===== config.mk =====
export PLATFORM = sky130hd
export DESIGN_NAME = frame_app_top
export DESIGN_NICKNAME = d
export VERILOG_FILES = /design/src/logic/frame_app_pkg.sv /design/src/logic/frame_app_top.sv /design/src/logic/coeff_dram_ctrl.sv /design/src/logic/pixel_timing.sv /design/src/logic/host_msg_splitter.sv /design/src/logic/msg_fifo.sv
export VERILOG_INCLUDE_DIRS = /design/src /design/src/include
export SDC_FILE = /design/constraint.sdc
export NUM_CORES = 1
export LEC_CHECK = 0
export BUFFER_PORTS_ARGS = -buffer_cell sky130_fd_sc_hd__buf_4
export CORE_UTILIZATION = 55
export DETAILED_ROUTE_END_ITERATION = 7
export HOLD_SLACK_MARGIN = 0.06
export PLACE_DENSITY = 0.71
export SYNTH_ARGS = -nofsm -noshare
export SYNTH_HDL_FRONTEND = slang
export SYNTH_SLANG_ARGS = --single-unit

===== constraint.sdc =====
create_clock -name CLK -period 9.3 [get_ports CLK]
set_input_delay 0.465 -clock CLK [delete_from_list [all_inputs] [get_ports CLK]]
set_output_delay 0.465 -clock CLK [all_outputs]
set_load 0.02 [all_outputs]

===== src/include/frame_app_macros.svh =====
`ifndef FRAME_APP_MACROS_SVH
`define FRAME_APP_MACROS_SVH

// host message port
`define XB_W 32          // host word width

// DRAM side
`define APP_W 64         // one data beat
`define LINE_WORDS 4     // host words per DRAM line, two beats
`define ADDR_W 27
`define ADDR_STEP 8      // address advance per two-beat burst

`define FIFO_DEPTH 16    // each message FIFO

// pixel tracker counters
`define COL_W 11
`define ROW_W 12
`define FRAME_W 20
`define PIX_PER_CLK 2    // pixels carried by one pixel word

`endif

===== src/logic/frame_app_pkg.sv =====
`include "frame_app_macros.svh"

package frame_app_pkg;

  typedef logic [`XB_W-1:0] xb_word_t; // raw host word

  // host word seen as a pixel message, only the two flags are decoded here
  typedef struct packed {
    logic [`XB_W-1:6] payload_hi;
    logic             fval;       // frame valid, bit 5
    logic             lval;       // line valid, bit 4
    logic [3:0]       payload_lo;
  } pixel_word_t;

  typedef logic [`LINE_WORDS*`XB_W-1:0] dram_line_t; // word 0 in the low bits

  // coefficient loader, encoding also shows on the LEDs
  typedef enum logic [2:0] {
    LD_ERROR      = 3'd0,
    LD_WR1        = 3'd1, // second beat offered
    LD_WR2        = 3'd2, // burst done, pick next step
    LD_MSG_WAIT   = 3'd3, // collecting host words
    LD_WR_WAIT    = 3'd4, // command plus first beat offered
    LD_READING    = 3'd5,
    LD_THROTTLED  = 3'd6,
    LD_INTERFRAME = 3'd7
  } loader_state_t;

  typedef enum logic [1:0] {
    PIX_STANDBY,
    PIX_INTRALINE,
    PIX_INTERLINE,
    PIX_INTERFRAME
  } pixel_state_t;

endpackage


===== src/logic/frame_app_top.sv =====
`timescale 1ns/1ps
`include "frame_app_macros.svh"

module frame_app_top (
  input  logic                    CLK,
  input  logic                    fds_val,
  input  logic                    pc_msg_pending,
  input  frame_app_pkg::xb_word_t pc_msg,
  output logic                    pc_msg_ack,
  output logic                    app_en,
  output logic                    dram_read,
  output logic [`ADDR_W-1:0]      app_addr,
  input  logic                    app_rdy,
  output logic                    app_wdf_wren,
  output logic                    app_wdf_end,
  output logic [`APP_W-1:0]       app_wdf_data,
  input  logic                    app_wdf_rdy,
  input  logic                    app_rd_data_valid,
  input  logic [`APP_W-1:0]       app_rd_data,
  output logic                    fpga_msg_valid,
  output logic [`APP_W-1:0]       fpga_msg,
  input  logic                    fpga_msg_full,
  output logic [`ROW_W-1:0]       n_row,
  output logic [`COL_W-1:0]       l_col,
  output logic [`FRAME_W-1:0]     n_frame,
  output logic                    error,
  output logic [3:0]              gpio_led
);
  frame_app_pkg::xb_word_t       msg_d, cf_word;
  frame_app_pkg::pixel_word_t    pix_din, pix_word;
  frame_app_pkg::loader_state_t  ld_state;
  logic pix_wren, pix_full, pix_empty, pix_pop, pix_ovf;
  logic cf_wren, cf_full, cf_empty, cf_pop, cf_ovf;
  logic frame_start, frame_idle, loader_error;

  assign pix_din  = frame_app_pkg::pixel_word_t'(msg_d); // same bits, pixel view
  assign error    = loader_error || pix_ovf;
  assign gpio_led = {ld_state, error};

  host_msg_splitter u_splitter (
    .CLK(CLK), .fds_val(fds_val), .pc_msg_pending(pc_msg_pending), .pc_msg(pc_msg),
    .pix_full(pix_full), .cf_full(cf_full), .pc_msg_ack(pc_msg_ack),
    .pix_wren(pix_wren), .cf_wren(cf_wren), .msg_d(msg_d));

  msg_fifo #(.payload_t(frame_app_pkg::pixel_word_t)) u_pix_fifo (
    .CLK(CLK), .fds_val(fds_val), .wr_en(pix_wren), .din(pix_din), .rd_en(pix_pop),
    .dout(pix_word), .empty(pix_empty), .full(pix_full), .overflow(pix_ovf));

  msg_fifo #(.payload_t(frame_app_pkg::xb_word_t)) u_cf_fifo (
    .CLK(CLK), .fds_val(fds_val), .wr_en(cf_wren), .din(msg_d), .rd_en(cf_pop),
    .dout(cf_word), .empty(cf_empty), .full(cf_full), .overflow(cf_ovf));

  pixel_timing u_pixel_timing (
    .CLK(CLK), .fds_val(fds_val), .pix_empty(pix_empty), .pix_word(pix_word),
    .pix_pop(pix_pop), .n_row(n_row), .l_col(l_col), .n_frame(n_frame),
    .frame_start(frame_start), .frame_idle(frame_idle));

  coeff_dram_ctrl u_coeff_ctrl (
    .CLK(CLK), .fds_val(fds_val), .cf_empty(cf_empty), .cf_word(cf_word),
    .app_rdy(app_rdy), .app_wdf_rdy(app_wdf_rdy), .app_rd_data_valid(app_rd_data_valid),
    .app_rd_data(app_rd_data), .fpga_msg_full(fpga_msg_full), .frame_start(frame_start),
    .fifo_overflow(cf_ovf || pix_ovf), .cf_pop(cf_pop), .app_en(app_en),
    .dram_read(dram_read), .app_addr(app_addr), .app_wdf_wren(app_wdf_wren),
    .app_wdf_end(app_wdf_end), .app_wdf_data(app_wdf_data),
    .fpga_msg_valid(fpga_msg_valid), .fpga_msg(fpga_msg), .state(ld_state),
    .loader_error(loader_error));

  // table replay only starts off the tracker's interframe gap
  // tracker leaves interframe, pulse next cycle, loader moves the cycle after
  a_replay_on_frame: assert property (@(posedge CLK) disable iff (fds_val)
    ($past(ld_state) == frame_app_pkg::LD_INTERFRAME
     && ld_state == frame_app_pkg::LD_READING) |-> $past(frame_idle, 2));

endmodule


===== src/logic/coeff_dram_ctrl.sv =====
`timescale 1ns/1ps
`include "frame_app_macros.svh"

// packs coefficient words into DRAM lines, then streams the table back out
module coeff_dram_ctrl (
  input  logic                          CLK,
  input  logic                          fds_val,
  input  logic                          cf_empty,
  input  frame_app_pkg::xb_word_t       cf_word,
  input  logic                          app_rdy,
  input  logic                          app_wdf_rdy,
  input  logic                          app_rd_data_valid,
  input  logic [`APP_W-1:0]             app_rd_data,
  input  logic                          fpga_msg_full,
  input  logic                          frame_start,
  input  logic                          fifo_overflow,
  output logic                          cf_pop,
  output logic                          app_en,
  output logic                          dram_read,
  output logic [`ADDR_W-1:0]            app_addr,
  output logic                          app_wdf_wren,
  output logic                          app_wdf_end,
  output logic [`APP_W-1:0]             app_wdf_data,
  output logic                          fpga_msg_valid,
  output logic [`APP_W-1:0]             fpga_msg,
  output frame_app_pkg::loader_state_t  state,
  output logic                          loader_error
);
  localparam int WC_W = $clog2(`LINE_WORDS);
  localparam logic [WC_W-1:0]    LAST_WORD = WC_W'(`LINE_WORDS - 1);
  localparam logic [`ADDR_W-1:0] ADDR_INC  = `ADDR_W'(`ADDR_STEP);

  frame_app_pkg::dram_line_t line;   // words being packed
  logic [WC_W-1:0]    wcnt;          // next word slot in line
  logic [`ADDR_W-1:0] end_addr;      // one burst past the last written line
  logic [`ADDR_W-1:0] next_addr;
  logic               end_mark;      // line closes the table
  logic               cmd_req;       // command wanted, app_en qualifies it
  logic               cmd_accept;

  assign cf_pop       = (state == frame_app_pkg::LD_MSG_WAIT) && !cf_empty;
  // writes go out only with a beat slot free, reads hold off while the host side is full
  assign app_en       = cmd_req && (dram_read ? !fpga_msg_full : app_wdf_rdy);
  assign cmd_accept   = app_en && app_rdy;
  assign next_addr    = app_addr + ADDR_INC;
  assign loader_error = (state == frame_app_pkg::LD_ERROR);

  always_ff @(posedge CLK or posedge fds_val) begin
    if (fds_val) begin
      state          <= frame_app_pkg::LD_MSG_WAIT;
      wcnt           <= '0;
      end_addr       <= '0;
      end_mark       <= 1'b0;
      cmd_req        <= 1'b0;
      dram_read      <= 1'b0;
      app_addr       <= '0;
      app_wdf_wren   <= 1'b0;
      app_wdf_end    <= 1'b1;
      fpga_msg_valid <= 1'b0;
    end else begin
      fpga_msg_valid <= app_rd_data_valid; // read beats pass straight through
      if (fifo_overflow) begin
        state        <= frame_app_pkg::LD_ERROR; // latched, only reset leaves
        cmd_req      <= 1'b0;
        app_wdf_wren <= 1'b0;
        app_wdf_end  <= 1'b1;
      end else begin
        case (state)
          frame_app_pkg::LD_MSG_WAIT: begin
            if (cf_pop) begin
              wcnt <= wcnt + 1'b1;  // wraps back to slot 0
              if (wcnt == LAST_WORD) begin
                end_mark     <= (cf_word[1:0] == 2'b01);
                end_addr     <= end_addr + ADDR_INC;
                cmd_req      <= 1'b1;
                app_wdf_wren <= 1'b1;  // first beat rides with the command
                app_wdf_end  <= 1'b0;
                state        <= frame_app_pkg::LD_WR_WAIT;
              end
            end
          end
          frame_app_pkg::LD_WR_WAIT: begin
            if (cmd_accept) begin
              cmd_req     <= 1'b0;
              app_addr    <= next_addr;
              app_wdf_end <= 1'b1;    // second beat is the last
              state       <= frame_app_pkg::LD_WR1;
            end
          end
          frame_app_pkg::LD_WR1: begin
            if (app_wdf_rdy) begin
              app_wdf_wren <= 1'b0;
              state        <= frame_app_pkg::LD_WR2;
            end
          end
          frame_app_pkg::LD_WR2: begin
            if (end_mark) begin
              app_addr  <= '0;      // replay from the table start
              dram_read <= 1'b1;
              cmd_req   <= 1'b1;
              state     <= frame_app_pkg::LD_READING;
            end else begin
              state <= frame_app_pkg::LD_MSG_WAIT;
            end
          end
          frame_app_pkg::LD_READING: begin
            if (cmd_accept) begin
              app_addr <= next_addr;
              if (next_addr == end_addr) begin
                cmd_req <= 1'b0;
                state   <= frame_app_pkg::LD_INTERFRAME;
              end
            end else if (fpga_msg_full) begin
              cmd_req <= 1'b0;  // reads in flight still come back
              state   <= frame_app_pkg::LD_THROTTLED;
            end
          end
          frame_app_pkg::LD_THROTTLED: begin
            if (!fpga_msg_full) begin
              cmd_req <= 1'b1;
              state   <= frame_app_pkg::LD_READING;
            end
          end
          frame_app_pkg::LD_INTERFRAME: begin
            if (frame_start) begin
              app_addr <= '0;
              cmd_req  <= 1'b1;
              state    <= frame_app_pkg::LD_READING;
            end
          end
          default: begin // error holds
          end
        endcase
      end
    end
  end

  // data path
  always_ff @(posedge CLK) begin
    fpga_msg <= app_rd_data;
    if (cf_pop) line[wcnt*`XB_W +: `XB_W] <= cf_word;
    if (cf_pop && wcnt == LAST_WORD) begin
      app_wdf_data <= line[0 +: `APP_W];        // words 0 and 1, already packed
    end else if (state == frame_app_pkg::LD_WR_WAIT && cmd_accept) begin
      app_wdf_data <= line[`APP_W +: `APP_W];   // words 2 and 3
    end
  end

  // idle write strobe always leaves end parked high
  a_end_idle: assert property (@(posedge CLK) disable iff (fds_val)
    !app_wdf_wren |-> app_wdf_end);

endmodule


===== src/logic/pixel_timing.sv =====
`timescale 1ns/1ps
`include "frame_app_macros.svh"

// tracks frame, row and column from the fval/lval flags of each pixel word
module pixel_timing (
  input  logic                       CLK,
  input  logic                       fds_val,
  input  logic                       pix_empty,
  input  frame_app_pkg::pixel_word_t pix_word,
  output logic                       pix_pop,
  output logic [`ROW_W-1:0]          n_row,
  output logic [`COL_W-1:0]          l_col,
  output logic [`FRAME_W-1:0]        n_frame,
  output logic                       frame_start,
  output logic                       frame_idle
);
  localparam logic [`COL_W-1:0] COL_STEP = `COL_W'(`PIX_PER_CLK);

  frame_app_pkg::pixel_state_t state;
  logic fval, lval;

  assign pix_pop    = !pix_empty;   // pixels never wait, pop whatever is there
  assign fval       = pix_word.fval;
  assign lval       = pix_word.lval;
  assign frame_idle = (state == frame_app_pkg::PIX_INTERFRAME);

  always_ff @(posedge CLK or posedge fds_val) begin
    if (fds_val) begin
      state       <= frame_app_pkg::PIX_STANDBY;
      n_row       <= '0;
      l_col       <= '0;
      n_frame     <= '0;
      frame_start <= 1'b0;
    end else begin
      frame_start <= 1'b0; // single cycle pulse
      if (pix_pop) begin
        case (state)
          frame_app_pkg::PIX_STANDBY: begin
            // sync on a gap between frames before counting anything
            if (!fval) begin
              n_row   <= '0;
              l_col   <= '0;
              n_frame <= '0;
              state   <= frame_app_pkg::PIX_INTERFRAME;
            end
          end
          frame_app_pkg::PIX_INTRALINE: begin
            if (lval) begin
              l_col <= l_col + COL_STEP;
            end else if (fval) begin
              n_row <= n_row + 1'b1;     // line done, frame goes on
              state <= frame_app_pkg::PIX_INTERLINE;
            end else begin
              n_frame <= n_frame + 1'b1; // line and frame end together
              state   <= frame_app_pkg::PIX_INTERFRAME;
            end
          end
          frame_app_pkg::PIX_INTERLINE: begin
            if (lval) begin
              l_col <= COL_STEP;  // column restarts, this word already counts
              state <= frame_app_pkg::PIX_INTRALINE;
            end
          end
          default: begin // interframe
            if (lval) begin
              l_col       <= COL_STEP;
              n_row       <= '0;
              frame_start <= 1'b1;  // loader replays its table on this
              state       <= frame_app_pkg::PIX_INTRALINE;
            end
          end
        endcase
      end
    end
  end

endmodule


===== src/logic/host_msg_splitter.sv =====
`timescale 1ns/1ps

// takes words off the host port and steers them to the pixel or coefficient FIFO
module host_msg_splitter (
  input  logic                    CLK,
  input  logic                    fds_val,
  input  logic                    pc_msg_pending,
  input  frame_app_pkg::xb_word_t pc_msg,
  input  logic                    pix_full,
  input  logic                    cf_full,
  output logic                    pc_msg_ack,
  output logic                    pix_wren,
  output logic                    cf_wren,
  output frame_app_pkg::xb_word_t msg_d
);
  logic [3:0] n_cf;   // coefficient words seen, wraps every 16
  logic       is_pix;

  // take a word only when both FIFOs have room
  assign pc_msg_ack = pc_msg_pending && !pix_full && !cf_full;

  // once a coefficient run starts, the next 15 words follow it whatever their tag
  assign is_pix = (pc_msg[1:0] == 2'b00) && (n_cf == 4'd0);

  always_ff @(posedge CLK or posedge fds_val) begin
    if (fds_val) begin
      n_cf     <= 4'd0;
      pix_wren <= 1'b0;
      cf_wren  <= 1'b0;
    end else begin
      pix_wren <= pc_msg_ack && is_pix;  // FIFO write lands a cycle after ack
      cf_wren  <= pc_msg_ack && !is_pix;
      if (pc_msg_ack && !is_pix) n_cf <= n_cf + 4'd1;
    end
  end

  // word lines up with the registered write enables
  always_ff @(posedge CLK) begin
    if (pc_msg_ack) msg_d <= pc_msg;
  end

  a_one_dest: assert property (@(posedge CLK) disable iff (fds_val)
    !(pix_wren && cf_wren));

endmodule


===== src/logic/msg_fifo.sv =====
`timescale 1ns/1ps
`include "frame_app_macros.svh"

// circular buffer, head word always visible on dout
module msg_fifo #(
  parameter type payload_t = frame_app_pkg::xb_word_t,
  parameter int  DEPTH     = `FIFO_DEPTH
) (
  input  logic     CLK,
  input  logic     fds_val,
  input  logic     wr_en,
  input  payload_t din,
  input  logic     rd_en,
  output payload_t dout,
  output logic     empty,
  output logic     full,
  output logic     overflow
);
  localparam int PTR_W = $clog2(DEPTH);
  localparam int CNT_W = PTR_W + 1;

  payload_t         mem [DEPTH];
  logic [PTR_W-1:0] wr_ptr, rd_ptr;
  logic [CNT_W-1:0] count;   // one bit wider than the pointers
  logic             do_wr, do_rd;

  assign do_wr = wr_en && !full;  // write while full is dropped
  assign do_rd = rd_en && !empty;
  assign empty = (count == '0);
  assign full  = (count == CNT_W'(DEPTH));
  assign dout  = mem[rd_ptr];     // fall-through head

  always_ff @(posedge CLK) begin
    if (do_wr) mem[wr_ptr] <= din;
  end

  always_ff @(posedge CLK or posedge fds_val) begin
    if (fds_val) begin
      wr_ptr   <= '0;
      rd_ptr   <= '0;
      count    <= '0;
      overflow <= 1'b0;
    end else begin
      if (do_wr) wr_ptr <= (wr_ptr == PTR_W'(DEPTH - 1)) ? '0 : wr_ptr + 1'b1;
      if (do_rd) rd_ptr <= (rd_ptr == PTR_W'(DEPTH - 1)) ? '0 : rd_ptr + 1'b1;
      case ({do_wr, do_rd})
        2'b10:   count <= count + 1'b1;
        2'b01:   count <= count - 1'b1;
        default: count <= count; // none, or both at once
      endcase
      if (wr_en && full) overflow <= 1'b1; // sticky until reset
    end
  end

  // the consumer must look at empty before popping
  a_no_read_empty: assert property (@(posedge CLK) disable iff (fds_val)
    rd_en |-> !empty);

endmodule


; ---- Word-level counts from Yosys, hierarchy flattened
; Memory sizes are Yosys's and may differ from the RTL's.
; Cells that the tools add are included.
[word_totals]
register_bits = 433
ramBits = 1024
inputBits = 103
wordCells = 216
n_memories = 2
[classes]
addsub = 16
eq_ne = 39
shifts = 2
mux = 70
bitwise_logic = 3
n_reduce_logical = 54
[memory_table]
columns = name, depth, width, read_ports, rd_ports_with_merged_regs, wr, line_no
row1 = u_cf_fifo.mem, 16, 32, 1, 0, 1, msg_fifo.sv:22  ; payload_t mem [DEPTH];
row2 = u_pix_fifo.mem, 16, 32, 1, 0, 1, msg_fifo.sv:22
[ops]
columns = cell, count
row1 = $bwmux W128, 1
row2 = $mux W64, 2
row3 = $shift A32 B34 Y128 const A, 1
row4 = $shiftx A32 B34 Y128, 1
row5 = $mux W27, 3
row6 = $pmux W27 S3, 1
row7 = $mux W20, 3
row8 = $add A27 B4 Y27 const B, 2
row9 = $mux W12, 4
row10 = $pmux W20 S2, 1
row11 = $pmux W12 S3, 1
row12 = $neg A7 Y34, 1
row13 = $mux W11, 3
row14 = $mux W3, 11
row15 = $eq A27 B27 Y1, 1
row16 = $mux W1, 25
row17 = $pmux W11 S2, 1
row18 = $pmux W3 S7, 1
row19 = $add A20 B1 Y20 const B, 1
row20 = $add A4 B1 Y4 const B, 5
row21 = $pmux W5 S2, 2
row22 = $reduce_and A4 Y1, 5
row23 = $reduce_and A9 Y1, 2
row24 = $eq A4 B4 Y1 const B, 4
row25 = other kinds (39), 102

; ---- Longest topological paths before layout
[logic_depth]
ltp_word = 7
depth_mapped = 14

; ---- Modules after synthesis
; Synthesis repeated with hierarchy kept, for this count alone.
[hier_totals]
hier_cells = 3044
hier_area_um2 = 56384.1
[modules_own_cells]
columns = mod, instances, cells_per_inst, area_each_um2, seq_area_each_um2
row1 = msg_fifo (u_cf_fifo), 1, 884, 20081.8, 15725.1
row2 = msg_fifo (u_pix_fifo), 1, 883, 20081.8, 15725.1
row3 = coeff_dram_ctrl, 1, 938, 12454.4, 8526.9
row4 = pixel_timing, 1, 279, 2492.4, 1126.1
row5 = host_msg_splitter, 1, 57, 1253.7, 1111.1
row6 = frame_app_top, 1, 3, 20.0, 0.0

; ---- Worst setup path before layout
; Ideal clock, no wire load.
[synth_timing]
path_type = reg-to-reg
start = reg u_coeff_ctrl.dram_read
end = reg u_coeff_ctrl.app_wdf_data[0] (enable)
arrival_ns = 5.742
slack_ns = 2.984
stages_incl_launch_ff = 6
period_less_slack_ns = 6.316
path_cell_list = dfrtp_1 -> or2_2 -> and4_1 -> clkbuf_1 -> nand2_1 -> o21ai_0
[synth_via]
elab_chain_cells = 5
[synth_lines]
columns = element, line_no
row1 = "start, declared", coeff_dram_ctrl.sv:19  ; output logic dram_read,
row2 = "start signal, assigned", coeff_dram_ctrl.sv:55  ; dram_read <= 1'b0;
row3 = "start signal, assigned", coeff_dram_ctrl.sv:99  ; dram_read <= 1'b1;
row4 = $mux W1, coeff_dram_ctrl.sv:43  ; assign app_en = cmd_req && (dram_read ? !fpga_msg_full : app_wdf_rdy);
row5 = $logic_and A1 B1 Y1, coeff_dram_ctrl.sv:43
row6 = $logic_and A1 B1 Y1, coeff_dram_ctrl.sv:44  ; assign cmd_accept = app_en && app_rdy;
row7 = $logic_and A1 B1 Y1, coeff_dram_ctrl.sv:144  ; end else if (state == frame_app_pkg::LD_WR_WAIT && cmd_accept) begin
row8 = $reduce_bool A2 Y1 (no line), n/a
row9 = "end signal, assigned", coeff_dram_ctrl.sv:143  ; app_wdf_data <= line[0 +: `APP_W];
row10 = "end signal, assigned", coeff_dram_ctrl.sv:145  ; app_wdf_data <= line[`APP_W +: `APP_W];
row11 = "end, declared", coeff_dram_ctrl.sv:23  ; output logic [`APP_W-1:0] app_wdf_data,
; Every way passes these cells.
; A chain may end at the register's enable or synchronous reset.

; ---- Worst setup path in the final report
[layout_timing]
start = reg u_coeff_ctrl.app_addr[8]
end = reg u_coeff_ctrl.cmd_req
[layout_via]
elab_chain_cells = 4
[layout_lines]
columns = element, line_no
row1 = "start, declared", coeff_dram_ctrl.sv:20  ; output logic [`ADDR_W-1:0] app_addr,
row2 = "start signal, assigned", coeff_dram_ctrl.sv:85  ; app_addr <= next_addr;
row3 = "start signal, assigned", coeff_dram_ctrl.sv:108  ; app_addr <= next_addr;
row4 = $add A27 B4 Y27, coeff_dram_ctrl.sv:45  ; assign next_addr = app_addr + ADDR_INC;
row5 = $eq A27 B27 Y1, coeff_dram_ctrl.sv:109  ; if (next_addr == end_addr) begin
row6 = $ne A4 B3 Y1 (no line), n/a
row7 = $reduce_and A9 Y1 (no line), n/a
row8 = "end signal, assigned", coeff_dram_ctrl.sv:54  ; cmd_req <= 1'b0;
row9 = "end signal, assigned", coeff_dram_ctrl.sv:110  ; cmd_req <= 1'b0;
row10 = "end signal, assigned", coeff_dram_ctrl.sv:114  ; cmd_req <= 1'b0;
row11 = "end, declared", coeff_dram_ctrl.sv:38  ; logic cmd_req;
; Every way passes these cells.

==> impl_metrics.env <==
export IMPL_root_buffer="clkbuf_16"
export IMPL_synth_area_per_cell_um2=17.5
export IMPL_grtUsageMet2_pct=39.4
export IMPL_drt_iter0_drc=1856
export IMPL_cts_tree="yes"
export IMPL_met1_usage_pct=31.4
export IMPL_grt_usage_pct=23.3
export IMPL_synth_seq_area_share_pct=72.3
export IMPL_ys_types=77
export IMPL_status="completed"
export IMPL_p_leak_uw=0.0157
export IMPL_wl_per_cell_um=22.4
export IMPL_setup_tns_ns=0
export IMPL_die_area_um2=71000
export IMPL_skew_ns=0.0169
export IMPL_min_period_ns=3.54
export IMPL_finalNetCount=2760
export IMPL_cts_made_buffers=97
export IMPL_synth_top_flop_cell="edfxtp_1"
export IMPL_hold_viol=0
export IMPL_netlist_top_cells_count="edfxtp_1, mux4_2, and2_1"
export IMPL_hold_end="u_coeff_ctrl.state[2]$_DFFE_PP0P_"
export IMPL_htreeDepth=3
export IMPL_worstReg2RegStart="u_coeff_ctrl.app_addr[8]$_DFFE_PP0P_"
export IMPL_worst_hold_path_type="input pin to flop"
export IMPL_dp_hpwl_um=46100
export IMPL_firstDrtPassIters=5
export IMPL_syn_inst=2202
export IMPL_required_ns=9.82
export IMPL_setup_violations_final=0
export IMPL_cp_start_kind="flop"
export IMPL_core_um2=68900
export IMPL_async_flop_share_pct=14.2
export IMPL_viasPerCell=5.75
export IMPL_die_w_um=266
export IMPL_grt_pass1_wl_um=125000
export IMPL_min_from="fpga_msg_full"
export IMPL_post_cts_buffers=0
export IMPL_holdWs_ns=0.424
export IMPL_yosysTopAreaCell="edfxtp_1"
export IMPL_vias=20929
export IMPL_post_synth_top_count_cell="edfxtp_1"
export IMPL_ant_nets=0
export IMPL_cp_startpoint="u_coeff_ctrl.app_addr[8]$_DFFE_PP0P_"
export IMPL_io_buffers=307
export IMPL_rr_endpoint="u_coeff_ctrl.cmd_req$_DFFE_PP0P_"
export IMPL_powerDensity_nw_per_um2=226
export IMPL_grt_pass1_vias=21161
export IMPL_worstRegToRegCells=7
export IMPL_routed_wl_um=81600
export IMPL_maxCapViolations=0
export IMPL_cts_clk_slew_worst_paths_ns=0.06
export IMPL_synth_warnings=0
export IMPL_synth_edf_count=768
export IMPL_overflow=0
export IMPL_clk_latency_ns=0.64
export IMPL_start_util_pct=55.8
export IMPL_grt_max_degree=73
export IMPL_drc=0
export IMPL_worstHoldPathCells=5
export IMPL_synth_area_leaders="edfxtp_1, mux4_2, dfrtp_1"
export IMPL_rsz0062_at_grt="no"
export IMPL_cp_end_kind="flop"
export IMPL_finalCritPeriodShare_pct=38.0
export IMPL_use_met3_pct=4.10
export IMPL_routabilityCongestion=0.859
export IMPL_r2r_slack_ns=5.76
export IMPL_pin_count=312
export IMPL_clockBufferDepth=3
export IMPL_finalMaxSlewViolations=0
export IMPL_cts_sinks=970
export IMPL_tightestPinTransition_ns=1.26
export IMPL_cp_arrival_ns=4.06
export IMPL_max_vdd_ir_drop_uv=177
export IMPL_fmax_mhz=283
export IMPL_core_rowCount=96
export IMPL_grt_busiest_layer="met2"
export IMPL_path_class="flop to flop"
export IMPL_area_growth_syn_to_layout_pct=20.0
export IMPL_synth_top_area_share_pct=59.9
export IMPL_ys_ff_latch=970
export IMPL_syn_area_um2=38500
export IMPL_antenna_found_initial=0
export IMPL_critPathMaxFanout=13
export IMPL_die_h_um=266
export IMPL_relSlewSlack_pct=15.1
export IMPL_layout_drive_gt1_share_pct=28.8
-- layout by cell type, fill, tap and decap left out, types with 13 or more instances in the layout --
| master | synthesis | final |
|---|---|---|
| a21oi_1 | 22 | 22 |
| a31oi_1 | 13 | 13 |
| and2_1 | 136 | 136 |
| and3_1 | 22 | 21 |
| buf_4 | 6 | 340 |
| bufinv_16 | 0 | 14 |
| clkbuf_1 | 67 | 19 |
| clkbuf_16 | 0 | 100 |
| clkinv_1 | 0 | 19 |
| dfrtp_1 | 135 | 132 |
| dfxtp_1 | 64 | 64 |
| dlygate4sd3_1 | 0 | 99 |
| edfxtp_1 | 768 | 768 |
| ha_1 | 30 | 30 |
| inv_1 | 35 | 34 |
| mux2_2 | 70 | 70 |
| mux4_2 | 166 | 166 |
| nand2_1 | 78 | 78 |
| nand2b_1 | 14 | 14 |
| nand3_1 | 43 | 43 |
| nand4_1 | 17 | 17 |
| nor2_1 | 97 | 85 |
| nor3_1 | 29 | 24 |
| nor3_2 | 10 | 15 |
| o21ai_0 | 69 | 68 |
| o31ai_1 | 18 | 18 |
| xnor2_1 | 65 | 65 |
| xor2_1 | 28 | 28 |
-- stage by stage --
stage	total power [µW]	utilization, %	setup WS, ns	std cells	area, µm²
after floorplan	6030	-	2.98	2205	38500
after global placement	6390	60.7	5.75	3358	41800
after detailed placement	6450	60.7	5.68	3358	41800
after CTS	10500	67.0	5.68	3639	46200
after global routing	10800	67.0	5.47	3639	46200
final	10400	67.0	5.76	3642	46200
-- power by group --
part	total (µW)	switching, µW	internal (µW)
Combinational	1070	661	412
Clock	4050	1620	2430
Sequential	5330	241	5080
-- final cells by class --
type                            instances  area, µm²
Fill cell                            4612      22800
Antenna cell                            3       7.51
Sequential cell                       970      27800
Tap cell                              931       1160
Multi-Input combinational cell       1082      10200
Clock inverter                         55        664
Timing Repair Buffer                  439       3540
Inverter                               35        136
Clock buffer                          127       2680
-- cell families (layout without fill, tap and decap cells) --
| logic type | after synthesis | in the layout | synth area share (%) |
|---|---|---|---|
| muxes | 241 | 241 | 12.0 |
| adders and majority gates | 32 | 32 | 1.08 |
| xor gates and xnor gates | 93 | 93 | 2.12 |
| AOI/OAI and AO/OA | 199 | 199 | 3.48 |
| other | 1 | 7 | 0.00975 |
| buffers and inverters | 153 | 656 | 1.71 |
| DFF | 970 | 970 | 72.3 |
| and+or+nand+nor | 513 | 513 | 7.35 |
-- critical path, cell delays in order (launching register included) --
cell and delay, ns:
dfrtp_1 0.53, nand4_1 0.44, nor4_1 0.82, nand3_1 0.18, xnor2_1 0.17, a2111oi_0 0.82, nor4bb_1 0.38, nor3_1 0.08
-- worst max-delay path by stage --
stage                                             end  slack [ns]  cells past startpoint
2_1_floorplan  u_coeff_ctrl.app_wdf_data[0]$_DFFE_PP_        2.98                      5
3_3_place_gp         u_coeff_ctrl.line[120]$_DFFE_PP_        5.75                      4
3_5_place_dp         u_coeff_ctrl.line[120]$_DFFE_PP_        5.68                      4
4_1_cts                                    pc_msg_ack        5.68                      5
5_1_grt         u_coeff_ctrl.end_addr[26]$_DFFE_PP0P_        5.47                      8
6_report             u_coeff_ctrl.cmd_req$_DFFE_PP0P_        5.76                      7
-- routing by layer --
metal / routed length, µm / vias up
li1: - / 9379
met1: 33600 / 10669
met2: 41200 / 756
met3: 5390 / 125
met4: 1490 / 0
met5: 0 / -
-- what timing repair did --
item	in CTS	in global routing
hold buffers	99	0
gates resized for setup	0	0
hold endpoints to repair	164	0
-- sequential cells by signal (all words and copies together) (netlist names), 2 cells and up --
signal and flops:
u_pix_fifo.mem 32, u_pixel_timing.n_row 12, u_cf_fifo.mem 512, u_pixel_timing.state 2, u_splitter.msg_d 32, u_pixel_timing.n_frame 20
u_coeff_ctrl.state 3, u_coeff_ctrl.fpga_msg 64, u_pix_fifo.count 5, u_cf_fifo.count 5, u_coeff_ctrl.app_wdf_data 64, u_coeff_ctrl.wcnt 2
u_splitter.n_cf 4, u_coeff_ctrl.app_addr 24, u_pix_fifo.rd_ptr 4, u_pixel_timing.l_col 10, u_cf_fifo.rd_ptr 4, u_coeff_ctrl.line 128
u_pix_fifo.wr_ptr 4, u_coeff_ctrl.end_addr 24, u_cf_fifo.wr_ptr 4
Note: power is estimated with default switching activity, not from simulation.
